[config.mk]
export PLATFORM = sky130hd
export DESIGN_NAME = sync_fifo
export DESIGN_NICKNAME = d
export VERILOG_FILES = /design/src/hw/sync_fifo.sv
export SDC_FILE = /design/constraint.sdc
export NUM_CORES = 1
export LEC_CHECK = 0
export BUFFER_PORTS_ARGS = -buffer_cell sky130_fd_sc_hd__clkbuf_2
export CAP_MARGIN = 20
export CORE_MARGIN = 5
export CORE_UTILIZATION = 28
export DETAILED_ROUTE_END_ITERATION = 10
export PLACE_DENSITY = 0.46
export SLEW_MARGIN = 20
export SYNTH_ARGS = -nofsm -noshare
export SYNTH_HDL_FRONTEND = slang
export SYNTH_SLANG_ARGS = --single-unit
export TNS_END_PERCENT = 100
[constraint.sdc]
create_clock -name clk -period 6.3 [get_ports clk]
set_input_delay 0.315 -clock clk [delete_from_list [all_inputs] [get_ports clk]]
set_output_delay 0.315 -clock clk [all_outputs]
set_load 0.05 [all_outputs]
[src/hw/sync_fifo.sv]
// show-ahead fifo; push when full and pop when empty are ignored, no overflow flag
`timescale 1ns/1ps
`default_nettype none

module sync_fifo #(
    parameter int WIDTH      = 8,
    parameter int DEPTH_LOG2 = 2
) (
    input  wire              clk,
    input  wire              rst_n,
    input  wire              push,
    input  wire [WIDTH-1:0]  din,
    input  wire              pop,
    output logic [WIDTH-1:0] dout,
    output logic             empty,
    output logic             full,
    output logic             almost_full
);

    localparam int DEPTH = 1 << DEPTH_LOG2;

    logic [WIDTH-1:0]      mem [DEPTH];
    logic [DEPTH_LOG2-1:0] wr_ptr;
    logic [DEPTH_LOG2-1:0] rd_ptr;
    logic [DEPTH_LOG2:0]   count;
    logic                  do_push;
    logic                  do_pop;

    assign do_push = push && !full;
    assign do_pop  = pop && !empty;

    assign empty       = (count == '0);
    assign full        = (count == DEPTH[DEPTH_LOG2:0]);
    assign almost_full = (count >= DEPTH[DEPTH_LOG2:0] - 1'b1);  // one slot or none left
    assign dout        = mem[rd_ptr];                             // head visible when not empty

    always_ff @(posedge clk) begin
        if (do_push) begin
            mem[wr_ptr] <= din;
        end
    end

    always_ff @(posedge clk or negedge rst_n) begin
        if (!rst_n) begin
            wr_ptr <= '0;
            rd_ptr <= '0;
            count  <= '0;
        end else begin
            if (do_push) begin
                wr_ptr <= wr_ptr + 1'b1;  // wraps at depth
            end
            if (do_pop) begin
                rd_ptr <= rd_ptr + 1'b1;
            end
            if (do_push && !do_pop) begin
                count <= count + 1'b1;
            end else if (do_pop && !do_push) begin
                count <= count - 1'b1;
            end
        end
    end

endmodule

`default_nettype wire

==> impl_results.md <==
* Placed cells at 171
* # IOs at 23
* Vias in the first global route at between 800 and 900
* Worst vdd ir at 207 µV
* Syn Inst Count at 80
* Post-route DRC at 0
* Syn Nets at 98
* Reg2reg start: count[0]
* Number of I/O port buffers at 22
* CTS tree: yes
* Core box area at 0.00551 mm²
* Fin Setup TNS at 0 ns
* Filler Cell Count at 527
* Leakage power at 0.697 nW
* Full die area at roughly 0.0073 mm²
* Multi-input gate area at between 400 and 500 µm²
* DRT Pass-1 Iters at 4
* Nets at about 130
* Place WS at 4.14 ns
* Maxcap violations at 0
* ANT cells at 0
* Hold Path Stages at 1
* Worst Path Arrival at around 1.9 ns
* Clock-pin slew on the worst setup and hold paths at 0.07 ns
* Fmax at 455 MHz
* Least-Margin Pin Slew at 0.840 ns
* Avg Inst Size Synth at between 15 and 20 µm²
* Antenna violations before repair at 0
* First-pass GRT wire length at between 4 and 5 mm
* Die W at between 80 and 90 µm
* Fin. Hold Viols at 0
* Die Height at 85.4 µm
* Rel. slew slack at 0.438
* Worst path required time at around 6.0 ns
* Total Routing Usage GR at 0.0798
* Layout area overhead at 17.0%
* Largest net degree at the start of global routing at 12
* Fin crit share at 0.349
* Unrepaired setup endpoints after global routing: false
* Cts bufs inserted at 5
* FF-to-FF setup slack at between 4 and 5 ns
* Crit path launch type: flip-flop
* Clock skew at 0.00603 ns
* Vias/cell at between 4 and 5
* Yosys warning count at 0
* Clock H-tree levels at 2
* HPWL Detailed at approximately 1.9 mm
* Overflow left after global routing at 0
* Worst setup margin at about 4 ns
* Worst skew pair latency at ~0.28 ns
* Crit-path max FO at 10
* Critical path class: reg2out
* Ratio of cells with drive above 1 in the final layout at 0.352
* Initial Utilization at 0.289
* Final std cells w/o fill at between 150 and 200
* Reg area at around 0.0011 mm²
* Post-CTS Setup Repair Bufs at 0
* Total number of vias at roughly 760
* Tmin final at between 2 and 2.5 ns
* Hold Crit Class: in2reg
* Distinct cells, synth at 21
* Total wire length at between 2 and 3 mm
* Slew Limit Fails at 0
* Worst Hold Launch: din[2]
* Clock Tree Buf Depth at 2
* Seq cells post-synth at 39
* Clock Root Buffer: clkbuf_8
* Final Setup Violations at 0
* Setup crit end kind: output port
* Status: complete, no violations
* Cell Area, Synth at roughly 0.0016 mm²
* Routed Antenna Nets at 0
* Gpl congestion at about 0.76
* Clock sinks at 39
* Hold worst-path end: mem[2][2]
* Site Rows at 27
* Register area share after synthesis at 0.714
* RR Endpoint: count[2]
* DRT iter0 DRCs at 24
* R2r worst-path depth at 8
* WL/cell at around 15 µm
* Power Dens Cells at between 500 and 600 mW/mm²
[metrics by stage]
step / power, mW / cell area (µm²) / hold slack, ns / util
after floorplan: 0.735 / 1590 / 0.0194 / -
after global placement: 0.818 / 1770 / 0.166 / 0.322
after detailed placement: 0.824 / 1770 / 0.173 / 0.322
after CTS: 0.981 / 1860 / 0.241 / 0.338
after global routing: 1.02 / 1860 / 0.238 / 0.338
final: 0.961 / 1860 / 0.255 / 0.338
[report_power, final]
| part | switching, mW | total, mW | internal [mW] | leakage (nW) |
|---|---|---|---|---|
| clock network | 0.0769 | 0.152 | 0.0754 | 0.0403 |
| registers | 0.0623 | 0.412 | 0.350 | 0.375 |
| logic | 0.255 | 0.397 | 0.142 | 0.282 |
[layer usage]
metal  GRT usage  wire length (µm)
met2       0.131              1360
met3      0.0379               137
met4      0.0259                14
met1      0.0921              1140
met5           0                 0
[cells in the mapped netlist]
library cell	instances	area (µm²)
mux2_2	1	11.3
mux4_2	8	180
nand3_1	1	5.00
buf_2	1	5.00
fa_1	1	20.0
inv_1	4	15.0
dfrtp_1	7	175
a21o_1	1	7.51
nor2_1	2	7.51
xor2_1	2	17.5
buf_1	1	3.75
nand2_1	2	7.51
mux2_4	1	15.0
nor2b_1	1	6.26
xnor2_1	4	35.0
ha_1	5	62.6
or3_1	1	6.26
edfxtp_1	32	961
buf_6	1	11.3
and2_1	3	18.8
nor3b_4	1	18.8
[registers in the layout (all words and copies together) (netlist names)]
register	cells
count	3
mem	32
rd_ptr	2
wr_ptr	2
[worst max-delay path, stage by stage (launching register included)]
cell and delay [ns]:
dfrtp_1 0.76, mux4_2 0.59, clkbuf_2 0.25
[worst max-delay path by stage]
stage | from | to | depth (start not counted)
4_1_cts | rd_ptr[0] | dout[4] | 2
2_1_floorplan | count[0] | count[1] | 7
6_report | rd_ptr[0] | dout[4] | 2
3_5_place_dp | count[0] | count[2] | 8
3_3_place_gp | count[0] | count[2] | 8
5_1_grt | rd_ptr[0] | dout[4] | 2
[cells by family (layout without fill, tap and decap cells)]
kind of cell / Yosys count / count (layout) / synth area share
DFF: 39 / 39 / 0.714
and+or+nand+nor: 11 / 11 / 0.0441
muxes: 10 / 10 / 0.130
buffers and inverters: 7 / 35 / 0.0220
adders and majority gates: 6 / 6 / 0.0519
xor gates and xnor gates: 6 / 6 / 0.0330
AOI/OAI and AO/OA: 1 / 1 / 0.00472
[layout make-up]
cell class | instances | share of cell area
Clock buffer | 6 | 0.0390
Clock inverter | 2 | 0.00403
Inverter | 4 | 0.00807
Multi-Input combinational cell | 34 | 0.225
Sequential cell | 39 | 0.611
Tap cell | 72 | 0.0484
Timing Repair Buffer | 23 | 0.0646
[what timing repair did]
action                    4_1_cts  5_1_grt
hold buffers                    1        0
hold endpoints to repair        7        0
resized for setup               0        0
[cells in the final DEF (no fill, tap or decap)]
cell type      synthesis  layout
clkbuf_1               0       1
fa_1                   1       1
and2_1                 3       3
inv_1                  4       4
mux2_2                 1       1
xor2_1                 2       2
clkbuf_8               0       5
clkinv_1               0       2
nor3b_4                1       1
clkbuf_2               0      22
xnor2_1                4       4
dfrtp_1                7       7
nor2b_1                1       1
ha_1                   5       5
nor2_1                 2       2
mux2_4                 1       1
nand2_1                2       2
nand3_1                1       1
a21o_1                 1       1
mux4_2                 8       8
dlygate4sd3_1          0       1
or3_1                  1       1
edfxtp_1              32      32
Power figures use the tool's default switching activity.
